[config.mk]
export PLATFORM = sky130hd
export DESIGN_NAME = video_timing_top
export DESIGN_NICKNAME = d
export VERILOG_FILES = /design/src/video_timing_pkg.sv /design/src/hsync_gen.sv /design/src/pixel_coord_gen.sv /design/src/video_strobes.sv /design/src/video_timing_top.sv /design/src/vsync_gen.sv
export SDC_FILE = /design/constraint.sdc
export NUM_CORES = 1
export LEC_CHECK = 0
export ABC_AREA = 1
export CELL_PAD_IN_SITES_DETAIL_PLACEMENT = 1
export CELL_PAD_IN_SITES_GLOBAL_PLACEMENT = 1
export CORE_MARGIN = 2
export CORE_UTILIZATION = 45
export CTS_CLUSTER_DIAMETER = 120
export DETAILED_ROUTE_END_ITERATION = 10
export DONT_BUFFER_PORTS = 1
export GPL_ROUTABILITY_DRIVEN = 0
export MAX_ROUTING_LAYER = met4
export PLACE_DENSITY = 0.86
export SLEW_MARGIN = 20
export SYNTH_ARGS = -nofsm -noshare
export SYNTH_HDL_FRONTEND = slang
export SYNTH_HIERARCHICAL = 1
export SYNTH_SLANG_ARGS = --single-unit
[constraint.sdc]
create_clock -name clk -period 1.7 [get_ports clk]
set_input_delay 0.085 -clock clk [delete_from_list [all_inputs] [get_ports clk]]
set_output_delay 0.085 -clock clk [all_outputs]
set_load 0.05 [all_outputs]
[src/video_timing_pkg.sv]
package video_timing_pkg;

	// horizontal timing, counted in 7 MHz pixel periods (one per cend)
	localparam int HCNT_W = 9;                          // horizontal counter width

	localparam logic [HCNT_W-1:0] HPERIOD    = 9'd448; // periods per line
	localparam logic [HCNT_W-1:0] HBLNK_BEG  = 9'd0;   // video ends, blank begins
	localparam logic [HCNT_W-1:0] HBLNK_END  = 9'd88;
	localparam logic [HCNT_W-1:0] HSYNC_BEG  = 9'd10;
	localparam logic [HCNT_W-1:0] HSYNC_END  = 9'd43;  // 33 periods of sync
	localparam logic [HCNT_W-1:0] HPIX_BEG   = 9'd140; // 52 periods after line_start
	localparam logic [HCNT_W-1:0] HPIX_END   = 9'd396; // 256 pixels wide
	localparam logic [HCNT_W-1:0] SCANIN_BEG = 9'd88;  // scan doubler starts storing here
	localparam logic [HCNT_W-1:0] HINT_BEG   = 9'd443; // fine position of the frame int

	// vertical timing, counted in lines
	localparam int VCNT_W = 9;                          // line counter width

	localparam logic [VCNT_W-1:0] VPERIOD   = 9'd320;  // lines per frame
	localparam logic [VCNT_W-1:0] VBLNK_BEG = 9'd0;
	localparam logic [VCNT_W-1:0] VBLNK_END = 9'd32;
	localparam logic [VCNT_W-1:0] VSYNC_BEG = 9'd8;
	localparam logic [VCNT_W-1:0] VSYNC_END = 9'd12;
	localparam logic [VCNT_W-1:0] VPIX_BEG  = 9'd64;
	localparam logic [VCNT_W-1:0] VPIX_END  = 9'd256;  // 192 visible rows

	// frame interrupt
	localparam int INTCNT_W = 6;                        // must hold INT_LEN itself

	localparam logic [INTCNT_W-1:0] INT_LEN = 6'd32;   // int_req length in cend periods

	// pixel coordinates inside the 256x192 window
	localparam int PIXX_W = 8;
	localparam int PIXY_W = 8;

	// four clk phases of one 7 MHz period
	typedef enum logic [1:0]
	{
		PH_CBEG,
		PH_POST_CBEG,
		PH_PRE_CEND,
		PH_CEND
	} strobe_phase_e;

endpackage

[src/hsync_gen.sv]
`timescale 1ns/100ps

module hsync_gen (
	input  logic clk,
	input  logic rst_n,
	input  logic init,         // sampled at cend, restarts the line phase
	input  logic cbeg,
	input  logic pre_cend,
	input  logic cend,
	output logic hblank,
	output logic hsync,
	output logic hpix,         // gate while pixels are shifted out
	output logic line_start,   // one video period before the visible line
	output logic pre_hline,    // same count as line_start but at cbeg
	output logic hsync_start,  // frame timing steps on this one
	output logic hint_start,   // horizontal position of the frame int
	output logic scanin_start  // scan doubler store start
);

	logic [video_timing_pkg::HCNT_W-1:0] hcount; // position in line, steps at cend

	// line counter
	// advances only at cend so it is stable from cbeg to pre_cend
	always_ff @(posedge clk or negedge rst_n)
	begin
		if (!rst_n)
			hcount <= '0;
		else if (cend)
		begin
			if (init || (hcount == (video_timing_pkg::HPERIOD - 9'd1)))
				hcount <= '0; // wrap, or re-phase to the cpu clock
			else
				hcount <= hcount + 9'd1;
		end
	end

	// blank and sync levels
	// set and cleared at cend, one clk after the count reaches the edge
	always_ff @(posedge clk or negedge rst_n)
	begin
		if (!rst_n)
		begin
			hblank <= 1'b0;
			hsync  <= 1'b0;
		end
		else if (cend)
		begin
			if (hcount == video_timing_pkg::HBLNK_BEG)
				hblank <= 1'b1;
			else if (hcount == video_timing_pkg::HBLNK_END)
				hblank <= 1'b0;

			if (hcount == video_timing_pkg::HSYNC_BEG)
				hsync <= 1'b1;
			else if (hcount == video_timing_pkg::HSYNC_END)
				hsync <= 1'b0;
		end
	end

	// pixel gate, 256 periods wide
	always_ff @(posedge clk or negedge rst_n)
	begin
		if (!rst_n)
			hpix <= 1'b0;
		else if (cend)
		begin
			if (hcount == video_timing_pkg::HPIX_BEG)
				hpix <= 1'b1;
			else if (hcount == video_timing_pkg::HPIX_END)
				hpix <= 1'b0;
		end
	end

	// one-clk strobes taken at pre_cend, so each one sits on top of cend
	// count is still the old one here, cend moves it on the same edge
	always_ff @(posedge clk or negedge rst_n)
	begin
		if (!rst_n)
		begin
			hsync_start  <= 1'b0;
			line_start   <= 1'b0;
			scanin_start <= 1'b0;
			hint_start   <= 1'b0;
		end
		else
		begin
			hsync_start  <= pre_cend && (hcount == video_timing_pkg::HSYNC_BEG);
			line_start   <= pre_cend && (hcount == video_timing_pkg::HBLNK_END); // hblank falls
			scanin_start <= pre_cend && (hcount == video_timing_pkg::SCANIN_BEG);
			hint_start   <= pre_cend && (hcount == video_timing_pkg::HINT_BEG);
		end
	end

	// start strobe for the sprite unit, sampled downstream at post_cbeg
	assign pre_hline = cbeg && (hcount == video_timing_pkg::HBLNK_END);

endmodule

[src/pixel_coord_gen.sv]
`timescale 1ns/100ps

module pixel_coord_gen (
	input  logic                                clk,
	input  logic                                rst_n,
	input  logic                                cend,
	input  logic                                hpix,
	input  logic                                vpix,
	input  logic                                line_start,
	input  logic [video_timing_pkg::VCNT_W-1:0] vcount,
	output logic                                pix_valid, // inside 256x192 window
	output logic [video_timing_pkg::PIXX_W-1:0] pixel_x,   // column, 0..255
	output logic [video_timing_pkg::PIXY_W-1:0] pixel_y    // row, 0..191
);

	logic [video_timing_pkg::VCNT_W-1:0] row_diff; // line number relative to first visible row

	// both windows open
	assign pix_valid = hpix && vpix;

	// only the low bits matter inside the visible rows
	assign row_diff = vcount - video_timing_pkg::VPIX_BEG;

	// column counter
	// cleared well before the gate opens, steps once per pixel period
	always_ff @(posedge clk or negedge rst_n)
	begin
		if (!rst_n)
			pixel_x <= '0;
		else if (line_start)
			pixel_x <= '0;
		else if (cend && pix_valid)
			pixel_x <= pixel_x + 8'd1; // wraps to 0 on the last pixel
	end

	// row number, taken at line start when vcount has already stepped
	always_ff @(posedge clk or negedge rst_n)
	begin
		if (!rst_n)
			pixel_y <= '0;
		else if (line_start)
			pixel_y <= row_diff[video_timing_pkg::PIXY_W-1:0];
	end

endmodule

[src/video_strobes.sv]
`timescale 1ns/100ps

module video_strobes (
	input  logic clk,
	input  logic rst_n,
	output logic cbeg,      // first clk of the 7 MHz period
	output logic post_cbeg,
	output logic pre_cend,
	output logic cend       // last clk of the period, the working strobe
);

	// phase that the strobes will show on the next clk
	video_timing_pkg::strobe_phase_e phase;

	// free running phase stepper, 4 clk per 7 MHz period
	always_ff @(posedge clk or negedge rst_n)
	begin
		if (!rst_n)
			phase <= video_timing_pkg::PH_CBEG; // so cbeg is the first strobe out of reset
		else
			phase <= video_timing_pkg::strobe_phase_e'(phase + 2'd1); // wraps cend -> cbeg
	end

	// strobes are plain flops decoded from the upcoming phase
	// exactly one of them is high on each clk after reset
	always_ff @(posedge clk or negedge rst_n)
	begin
		if (!rst_n)
		begin
			cbeg      <= 1'b0;
			post_cbeg <= 1'b0;
			pre_cend  <= 1'b0;
			cend      <= 1'b0;
		end
		else
		begin
			cbeg      <= (phase == video_timing_pkg::PH_CBEG);
			post_cbeg <= (phase == video_timing_pkg::PH_POST_CBEG);
			pre_cend  <= (phase == video_timing_pkg::PH_PRE_CEND);
			cend      <= (phase == video_timing_pkg::PH_CEND);
		end
	end

endmodule

[src/video_timing_top.sv]
`timescale 1ns/100ps

module video_timing_top (
	input  logic                                clk,
	input  logic                                rst_n,
	input  logic                                init,         // re-phase of the line counter
	output logic                                cend,
	output logic                                hblank,
	output logic                                hsync,
	output logic                                hpix,
	output logic                                line_start,
	output logic                                pre_hline,
	output logic                                scanin_start, // to the scan doubler
	output logic                                vblank,
	output logic                                vsync,
	output logic                                int_req,
	output logic                                pix_valid,
	output logic [video_timing_pkg::PIXX_W-1:0] pixel_x,
	output logic [video_timing_pkg::PIXY_W-1:0] pixel_y
);

	logic                                cbeg;
	logic                                pre_cend;
	logic                                hsync_start; // line step for the vertical block
	logic                                hint_start;
	logic                                vpix;
	logic [video_timing_pkg::VCNT_W-1:0] vcount;

	video_strobes u_strobes (
		.clk       (clk),
		.rst_n     (rst_n),
		.cbeg      (cbeg),
		.post_cbeg (),          // no user in the timing core
		.pre_cend  (pre_cend),
		.cend      (cend)
	);

	hsync_gen u_hsync (
		.clk          (clk),
		.rst_n        (rst_n),
		.init         (init),
		.cbeg         (cbeg),
		.pre_cend     (pre_cend),
		.cend         (cend),
		.hblank       (hblank),
		.hsync        (hsync),
		.hpix         (hpix),
		.line_start   (line_start),
		.pre_hline    (pre_hline),
		.hsync_start  (hsync_start),
		.hint_start   (hint_start),
		.scanin_start (scanin_start)
	);

	vsync_gen u_vsync (
		.clk         (clk),
		.rst_n       (rst_n),
		.cend        (cend),
		.hsync_start (hsync_start),
		.hint_start  (hint_start),
		.vblank      (vblank),
		.vsync       (vsync),
		.vpix        (vpix),
		.int_req     (int_req),
		.vcount      (vcount)
	);

	pixel_coord_gen u_pixel (
		.clk        (clk),
		.rst_n      (rst_n),
		.cend       (cend),
		.hpix       (hpix),
		.vpix       (vpix),
		.line_start (line_start),
		.vcount     (vcount),
		.pix_valid  (pix_valid),
		.pixel_x    (pixel_x),
		.pixel_y    (pixel_y)
	);

endmodule

[src/vsync_gen.sv]
`timescale 1ns/100ps

module vsync_gen (
	input  logic                                clk,
	input  logic                                rst_n,
	input  logic                                cend,
	input  logic                                hsync_start, // line step
	input  logic                                hint_start,  // int position within a line
	output logic                                vblank,
	output logic                                vsync,
	output logic                                vpix,        // visible rows
	output logic                                int_req,     // frame interrupt to the cpu
	output logic [video_timing_pkg::VCNT_W-1:0] vcount
);

	logic                                  hs_dly;  // hsync_start one clk late, vcount settled
	logic                                  last_line;
	logic [video_timing_pkg::INTCNT_W-1:0] int_cnt; // cend periods left of int_req

	// half-open range check, lo <= v < hi
	function automatic logic in_range(
		input logic [video_timing_pkg::VCNT_W-1:0] v,
		input logic [video_timing_pkg::VCNT_W-1:0] lo,
		input logic [video_timing_pkg::VCNT_W-1:0] hi
	);
		return (v >= lo) && (v < hi);
	endfunction

	assign last_line = (vcount == (video_timing_pkg::VPERIOD - 9'd1));

	// line counter, steps at the start of hsync
	always_ff @(posedge clk or negedge rst_n)
	begin
		if (!rst_n)
			vcount <= '0;
		else if (hsync_start)
		begin
			if (last_line)
				vcount <= '0; // new frame
			else
				vcount <= vcount + 9'd1;
		end
	end

	always_ff @(posedge clk or negedge rst_n)
	begin
		if (!rst_n)
			hs_dly <= 1'b0;
		else
			hs_dly <= hsync_start;
	end

	// vertical levels follow the new line number
	always_ff @(posedge clk or negedge rst_n)
	begin
		if (!rst_n)
		begin
			vblank <= 1'b0;
			vsync  <= 1'b0;
			vpix   <= 1'b0;
		end
		else if (hs_dly)
		begin
			vblank <= in_range(vcount, video_timing_pkg::VBLNK_BEG, video_timing_pkg::VBLNK_END);
			vsync  <= in_range(vcount, video_timing_pkg::VSYNC_BEG, video_timing_pkg::VSYNC_END);
			vpix   <= in_range(vcount, video_timing_pkg::VPIX_BEG, video_timing_pkg::VPIX_END);
		end
	end

	// frame int: starts at hint_start of the last line, lasts INT_LEN cend periods
	// hint_start comes with a cend, that one is not counted
	always_ff @(posedge clk or negedge rst_n)
	begin
		if (!rst_n)
		begin
			int_req <= 1'b0;
			int_cnt <= '0;
		end
		else if (hint_start && last_line)
		begin
			int_req <= 1'b1;
			int_cnt <= video_timing_pkg::INT_LEN;
		end
		else if (int_req && cend)
		begin
			if (int_cnt == 6'd1)
				int_req <= 1'b0; // last counted period ends here
			int_cnt <= int_cnt - 6'd1;
		end
	end

endmodule
* Word-level counts from Yosys, hierarchy flattened
Cells that the tools add are included.
Word-level totals: flip-flop bits (word level) 56, input bits 3, word-level logic and storage cells 82, output and inout port bits 27
Operators by class: equality and inequality tests 11, $lt $le $gt $ge 6, add/subtract/negate cells 6, reduce and logical (&&, ||, !) cells 24, mux-type cells 15
Operators by type and width (count):
- $eq A9 B9 Y1 const B | 4
- $add A9 B1 Y9 const B | 2
- $mux W9 | 2
- $mux W8 | 2
- $mux W6 | 2
- $reduce_bool A2 Y1 | 6
- $logic_and A1 B1 Y1 | 11
- $eq A9 B4 Y1 const B | 1
- $eq A9 B6 Y1 const B | 1
- $eq A9 B7 Y1 const B | 1
- $eq A9 B8 Y1 const B | 1
- $ge A9 B1 Y1 const B | 1
- $ge A9 B4 Y1 const B | 1
- $ge A9 B7 Y1 const B | 1
- $logic_not A9 Y1 | 1
- $lt A9 B4 Y1 const B | 1
- $lt A9 B6 Y1 const B | 1
- $lt A9 B9 Y1 const B | 1
- $mux W1 | 9
- $add A8 B1 Y8 const B | 1
- $reduce_and A2 Y1 | 4
- $sub A8 B7 Y8 const B | 1
- $eq A6 B1 Y1 const B | 1
- $sub A6 B1 Y6 const B | 1
- other kinds (4) | 5

* Depth between registers and ports, before layout
Gate-level depths: netlist (run 1).
depth after elaboration 4, gate-level depth with buffers 9, depth with buffers taken out 9

* Hierarchy
The synthesis (run 1) kept the hierarchy.
Modules (own cells, without submodules):
- vsync_gen | area each 1082.3 µm², times used 1, cells each 139, sequential area each 500.5 µm²
- hsync_gen | area each 898.4 µm², times used 1, cells each 118, sequential area each 375.4 µm²
- pixel_coord_gen | area each 757.0 µm², times used 1, cells each 84, sequential area each 400.4 µm²
- video_strobes | area each 207.7 µm², times used 1, cells each 12, sequential area each 150.1 µm²

* Worst setup path before layout (run 1)
No wires, ideal clock.
path type reg2out, from reg u_hsync/hcount[0] (netlist bit), to out pre_hline, slack -12 ps, buffers on the path 0, data required time 1615 ps, stages on the path, launching flop included 7, data arrival time 1627 ps, cells stage by stage dfrtp_1 inv_1 ha_1 nand2_1 nor2_1 nand3_1 nor2_1
Between the ends: word-level cells in the longest chain between the ends 2
Ends and longest elaborated chain:
- start: declaration | line hsync_gen.sv:20 | logic [video_timing_pkg::HCNT_W-1:0] hcount;
- start signal: assignment | line hsync_gen.sv:33 | hcount <= hcount + 9'd1;
- $eq A9 B7 Y1 | line hsync_gen.sv:95 | assign pre_hline = cbeg && (hcount == video_timing_pkg::HBLNK_END);
- $logic_and A1 B1 Y1 | line hsync_gen.sv:95
- end: declaration | line video_timing_top.sv:12 | output logic pre_hline,
No other way between the ends.

* Final worst setup path (run 1)
from reg u_hsync/hcount[1] (netlist bit), to reg u_hsync.hblank
Between the ends: word-level cells in the longest chain between the ends 3, elaborated cells on any way between the ends 5, those cells by class eq/ne (1); mux (1); reduce/logical (3)
Ends and longest elaborated chain:
- $eq A9 B7 Y1 or $logic_not A9 Y1 (tied branches) | line hsync_gen.sv:50, hsync_gen.sv:48
- $reduce_bool A2 Y1 (no line)
- $reduce_and A2 Y1 (no line)
- end signal: assignment | line hsync_gen.sv:43 | hblank <= 1'b0;
- end signal: assignment | line hsync_gen.sv:49 | hblank <= 1'b1;
- end signal: assignment | line hsync_gen.sv:51 | hblank <= 1'b0;
- end: declaration | line hsync_gen.sv:10 | output logic hblank,
Several ways; a longest one is shown, not always the timed one. A chain may end at the register's enable or synchronous reset.

==> results of run 1 <==
-- flip-flops by register name (all words and copies together), names as in the netlist --
register / flops
u_vsync/vsync: 1
u_vsync/int_cnt: 6
u_hsync/scanin_start: 1
u_strobes/cbeg: 1
u_strobes/cend: 1
u_hsync/hblank: 1
u_hsync/hpix: 1
u_hsync/hsync_start: 1
u_vsync/vpix: 1
u_vsync/int_req: 1
u_vsync/vcount: 9
u_hsync/hsync: 1
u_vsync/vblank: 1
u_pixel/pixel_x: 8
u_hsync/hcount: 9
u_strobes/pre_cend: 1
u_vsync/hs_dly: 1
u_hsync/hint_start: 1
u_strobes/phase: 2
u_pixel/pixel_y: 8
-- layer usage --
layer	global-route usage	wire (um)	vias up
met1	0.244	2800	1153
met3	0.0344	160	8
met5	-	0	-
li1	-	-	1138
met4	0.0577	77	0
met2	0.373	3810	27
-- area by class of cell --
| type | count | area (um^2) | share of cell area |
|---|---|---|---|
| clock inverters | 2 | 38.8 | 0.0115 |
| flip-flops and latches | 56 | 1400 | 0.416 |
| well taps | 77 | 96.3 | 0.0286 |
| clock buffers | 6 | 82.6 | 0.0245 |
| multi-input cells | 236 | 1320 | 0.391 |
| repair buffers | 26 | 230 | 0.0683 |
| inverters | 54 | 205 | 0.0609 |
-- timing repair --
action / in CTS / in global routing
resized for setup: 6 / 4
hold buffers: 2 / 0
setup endpoints to repair: 1 / 2
hold endpoints to repair: 56 / 0
pin swaps: 2 / 3
buffers inserted: 9 / 0
-- worst max-delay path by stage --
stage                           start              to  slack, ns  depth (start not counted)
global placement    u_hsync/hcount[0]       pre_hline       0.27                          7
finish              u_hsync/hcount[1]  u_hsync/hblank       0.06                         11
floorplan              u_strobes/cend   u_hsync/hsync       0.17                          6
global route        u_hsync/hcount[1]  u_hsync/hblank      -0.03                         12
detailed placement  u_hsync/hcount[0]       pre_hline       0.12                          7
CTS                 u_hsync/hcount[0]       pre_hline     0.0004                          7
-- placed cells by master, fill, tap and decap left out, types with 2 or more instances in the layout --
cell	instances
a21oi_1	8
buf_4	23
clkbuf_8	6
dfrtp_1	56
ha_1	11
inv_1	50
inv_2	3
nand2_1	93
nand2_2	6
nand3_1	17
nand3_2	4
nand3_4	2
nand3b_1	2
nand4_1	11
nor2_1	39
nor2_2	3
nor2_4	8
o21ai_0	10
o21ai_1	2
xor2_1	9
-- power by group through the flow --
stage               Combinational, W  Clock, W  Sequential, W
global route                0.000200  0.000999        0.00135
CTS                         0.000160  0.000952        0.00135
detailed placement         0.0000514         0        0.00138
global placement           0.0000440         0        0.00138
floorplan                  0.0000370         0        0.00138
finish                      0.000179  0.000923        0.00135
-- tightest hold or removal path: stages --
cell and delay [ns]:
inv_1 0.05, nand2_1 0.09, a21oi_1 0.07
-- stage by stage --
step	TNS [ns]	cells	power [W]	setup slack, ns
3_3_place_gp	0	438	0.00142	0.275
3_5_place_dp	0	438	0.00143	0.124
4_1_cts	0	457	0.00246	0.000393
2_1_floorplan	0	351	0.00141	0.174
5_1_grt	-0.0378	457	0.00255	-0.0296
6_report	0	457	0.00245	0.0637
==> out/qor.txt, run 1 <==
number of buffers created by CTS - 5
Worst Path Required - 1.92 ns
Max Slew Vio Count - 0
largest net degree at the start of global routing - 57
Die Span X - 84.4 um
slew margin rel. - 0.660
placed inst area - 3100 um^2
TritonCTS clock tree - built
share of cells above drive strength 1 - 0.168
post-layout util - 0.534
Final Hold Viols - 0
IO Count - 30
Final Hold Slack - 0.000325 ns
clock group share of total power - 0.377
Clk pin slew, worst setup/hold paths - 0.11 ns
Critical Path AT - 1.85 ns
Syn Nets - 366
VDD IR max - 432 uV
reg2reg setup slack - 0.06 ns
clk_lat worst skew - 0.31 ns
Psw - 0.000541 W
Reg-to-Reg Start - u_hsync/hcount[1]
clk root buf - clkbuf_8
Setup Crit Path Kind - register to register
Detailed Route Iter0 Violations - 99
Worst Hold Class - input pin to register
Worst Hold End - u_hsync/hcount[0]
fin crit share - 0.963
critical-path cell list - inv_1, ha_4, nand2_2, nor2_4, buf_4, buf_4, buf_4, buf_4, buf_4, nand4_1, nand2_1
GRT Total Usage - 0.209
Worst setup EP type - register
pin slew with the least headroom to its limit - 0.510 ns
H-tree Lvls - 2
Max Cap Viol - 0
Net Sw Frac - 0.221
Post-Synthesis Cells - 351
Power Density - 726 nW/um^2
via count - 2,326
CTS Buffer Depth - 2
Pint - 0.00191 W
status - completed
Setup violations, final - 0
die height - 84.4 um
vias per cell - 5.09
CP most frequent cell - buf_4
Hold Startpoint - init
CP max stage delay - 0.37 ns
Slowest cell on crit path - dfrtp_1
number of global-route vias before repair - 2,490
Port Buf Inserts - 0
diode count - 0
Max Freq - 611 MHz
Routed Antenna Nets - 0
clock sinks - 56
fin nets - 394
Crit Path Max Fanout - 2
Layout Skew - 0.0144 ns
critical path's top delay family - buffers and inverters
Synth Cell Area - 2910 um^2
CP Launch Type - register
average cell area after synthesis - 8.28 um^2
antenna violations before repair - 0
part of the power in combinational logic - 0.073
fin area - 3370 um^2
final wirelength - 6840 um
synth warn - 6
Worst R2R End - u_hsync/hblank
CP bufs+invs - 6
first-pass GRT wire length - 11,700 um
minimum clock period - 1.64 ns
grt ovf - 0
num rows - 29
Area Overhead vs Synth - 16.0%
Pleak - 1.75 nW
Total Die Area - 7120 um^2
R2R depth - 11
# DRC - 0
core area - 6310 um^2
Initial Utilization - 0.461
dpl hpwl - 4920 um
routed len/inst - 15.0 um
Flop pwr share - 0.550
Hold Path Cell Cnt - 3
Filler Cell Count - 770
1st-pass router iterations - 4
Note: power is estimated with default switching activity, not from simulation.
==> inputs of run 2 (changes only) <==
==> constraint.sdc (replaced) <==
create_clock -name clk -period 1.7 [get_ports clk]
set_input_delay 0.34 -clock clk [delete_from_list [all_inputs] [get_ports clk]]
set_output_delay 0.34 -clock clk [all_outputs]
set_load 0.05 [all_outputs]
==> run 2 against run 1 <==
Effect of this change:
- the flow now finishes with violations (setup timing)
- sequential share of layout area down 1.8 points
- cell area grew 4.5%
- non-clock buffer count is 10 higher
- first-iteration DRC count shrank 14%
- maximum frequency fell by 12%
- register-to-register slack got worse by 0.09 ns
- setup slack worse by 0.23 ns
- hold slack improved by 0.27 ns
- sequential power hardly changed
- critical path type is now register to output port
- critical endpoint is now pre_hline
- highest routed layer unchanged
==> out/qor.txt, run 2 (same netlist as run 1, synthesis figures left out) <==
CP Launch Type - register (unchanged)
placed instance count - 445 (was 438)
grt ovf - 0 (unchanged)
GRT Total Usage - 0.227 (was 0.209)
final sum of negative setup slack - -0.194 ns (was 0 ns)
num rows - 29 (unchanged)
post-layout util - 0.558 (was 0.534)
CTS Buffer Depth - 2 (unchanged)
CP max stage delay - 0.41 ns (was 0.37 ns)
number of buffers created by CTS - 5 (unchanged)
Final Hold Viols - 0 (unchanged)
failing checks - setup timing
Final WS setup - -0.168 ns (was 0.0637 ns)
WL met1 - 3010 um (was 2800 um)
antenna violations before repair - 0 (unchanged)
most common cell after layout, fill and taps aside - nand2_1 (unchanged)
Pleak - 1.82 nW (was 1.75 nW)
share of cells above drive strength 1 - 0.195 (was 0.168)
Worst setup EP type - output port (was register)
Area Overhead vs Synth - 21.2% (was 16.0%)
Initial Utilization - 0.461 (unchanged)
Total Die Area - 7120 um^2 (unchanged)
dpl hpwl - 4940 um (was 4920 um)
Max Slew Vio Count - 0 (unchanged)
CP most frequent cell - nor2_4 (was buf_4)
wire length on met3 - 197 um (was 160 um)
largest net degree at the start of global routing - 57 (unchanged)
Routed Antenna Nets - 0 (unchanged)
first-pass GRT wire length - 12,500 um (was 11,700 um)
via count - 2,420 (was 2,326)
number of global-route vias before repair - 2,658 (was 2,490)
Clk pin slew, worst setup/hold paths - 0.10 ns (was 0.11 ns)
Max Cap Viol - 0 (unchanged)
routed len/inst - 15.7 um (was 15.0 um)
Place WS - 0.0359 ns (was 0.124 ns)
vias per cell - 5.19 (was 5.09)
critical-path cell list - inv_2, ha_4, nand2_4, nor2_4, nand3_4, nor2_4, buf_12 (was inv_1, ha_4, nand2_2, nor2_4, buf_4, buf_4, buf_4, buf_4, buf_4, nand4_1, nand2_1)
# DRC - 0 (unchanged)
Setup violations, final - 2 (was 0)
Port Buf Inserts - 0 (unchanged)
H-tree Lvls - 2 (unchanged)
unrepaired setup endpoints after global routing - true
most frequent cells in the layout - nand2_1 (93), dfrtp_1 (56), inv_1 (49), nor2_1 (38), buf_4 (25) (was nand2_1 (93), dfrtp_1 (56), inv_1 (50), nor2_1 (39), buf_4 (23))
clock sinks - 56 (unchanged)
1st-pass router iterations - 4 (unchanged)
fin crit share - 1.10 (was 0.963)
Slowest cell on crit path - dfrtp_1 (unchanged)
clk root buf - clkbuf_8 (unchanged)
Crit Path Max Fanout - 2 (unchanged)
core area - 6310 um^2 (unchanged)
clk_lat worst skew - 0.31 ns (about the same)
Max Freq - 535 MHz (was 611 MHz)
Setup Crit Path Kind - register to output port (was register to register)
reg2reg setup slack - -0.03 ns (was 0.06 ns)
biggest regs - u_hsync/hcount x9, u_vsync/vcount x9 (unchanged)
Max Used Layer - met4 (unchanged)
status - finished, violations left (was completed)
diode count - 0 (unchanged)
die height - 84.4 um (unchanged)
Detailed Route Iter0 Violations - 85 (was 99)
pin slew with the least headroom to its limit - 0.507 ns (was 0.510 ns)
Finished Layout Cells - 466 (was 457)
Layout Skew - 0.00799 ns (was 0.0144 ns)
Power Density - 751 nW/um^2 (was 726 nW/um^2)
Final Hold Slack - 0.271 ns (was 0.000325 ns)
final wirelength - 7310 um (was 6840 um)
met2 WL - 3960 um (was 3810 um)
Critical Path AT - 1.53 ns (was 1.85 ns)
slew margin rel. - 0.662 (was 0.660)
Die Span X - 84.4 um (unchanged)
Worst Path Required - 1.36 ns (was 1.92 ns)
VDD IR max - 375 uV (was 432 uV)
TritonCTS clock tree - built (unchanged)
IO Count - 30 (unchanged)
Worst Hold Class - input pin to register (unchanged)
fin nets - 404 (was 394)
minimum clock period - 1.87 ns (was 1.64 ns)
==> run 2: cell type report <==
cell class                      instances  area (um^2)
Timing Repair Buffer                   36          353
Multi-Input combinational cell        236         1340
Tap cell                               77         96.3
Fill cell                             765         2790
Sequential cell                        56         1400
Clock buffer                            5         68.8
Clock inverter                          2         60.1
Inverter                               54          205
==> run 2: metal layers <==
| metal | GRT usage | vias up |
|---|---|---|
| met3 | 0.0403 | 14 |
| li1 | - | 1159 |
| met4 | 0.0693 | 0 |
| met5 | - | - |
| met1 | 0.251 | 1210 |
| met2 | 0.416 | 37 |
==> run 2: report_power, final <==
group / internal, W / total (W) / switching (W)
sequential: 0.00134 / 0.00135 / 0.00000798
combinational: 0.000152 / 0.000284 / 0.000132
clock: 0.000580 / 0.00101 / 0.000434
==> run 2: worst max-delay path, delay by kind of cell (launching register included) <==
family	cells	cell delay (ns)
and+or+nand+nor	4	0.42
DFF	1	0.41
buffers and inverters	2	0.23
adders and majority gates	1	0.16
==> run 2: per-stage QoR <==
step           instance area (um^2)  total power, W
2_1_floorplan                  2920         0.00141
3_3_place_gp                   3180         0.00145
3_5_place_dp                   3180         0.00146
4_1_cts                        3480         0.00260
5_1_grt                        3520         0.00274
6_report                       3520         0.00265
==> run 2: worst paths after layout <==
check	end	start	cells past startpoint
max in group asynchronous	u_pixel/pixel_y[6]	rst_n	2
min	u_hsync/hcount[0]	init	3
min in group asynchronous	u_pixel/pixel_x[7]	rst_n	2
max reg2reg	u_hsync/hblank	u_hsync/hcount[0]	13
max	pre_hline	u_hsync/hcount[0]	7
min reg2reg	u_strobes/phase[0]	u_strobes/phase[0]	1
==> run 2: what timing repair did <==
| item | 4_1_cts | 5_1_grt |
|---|---|---|
| hold buffers | 2 | 0 |
| resized for setup | 12 | 9 |
| endpoints found under the hold margin | 56 | 0 |
| setup endpoints to repair | 1 | 3 |
| setup buffers | 10 | 3 |
| pin swaps | 4 | 8 |
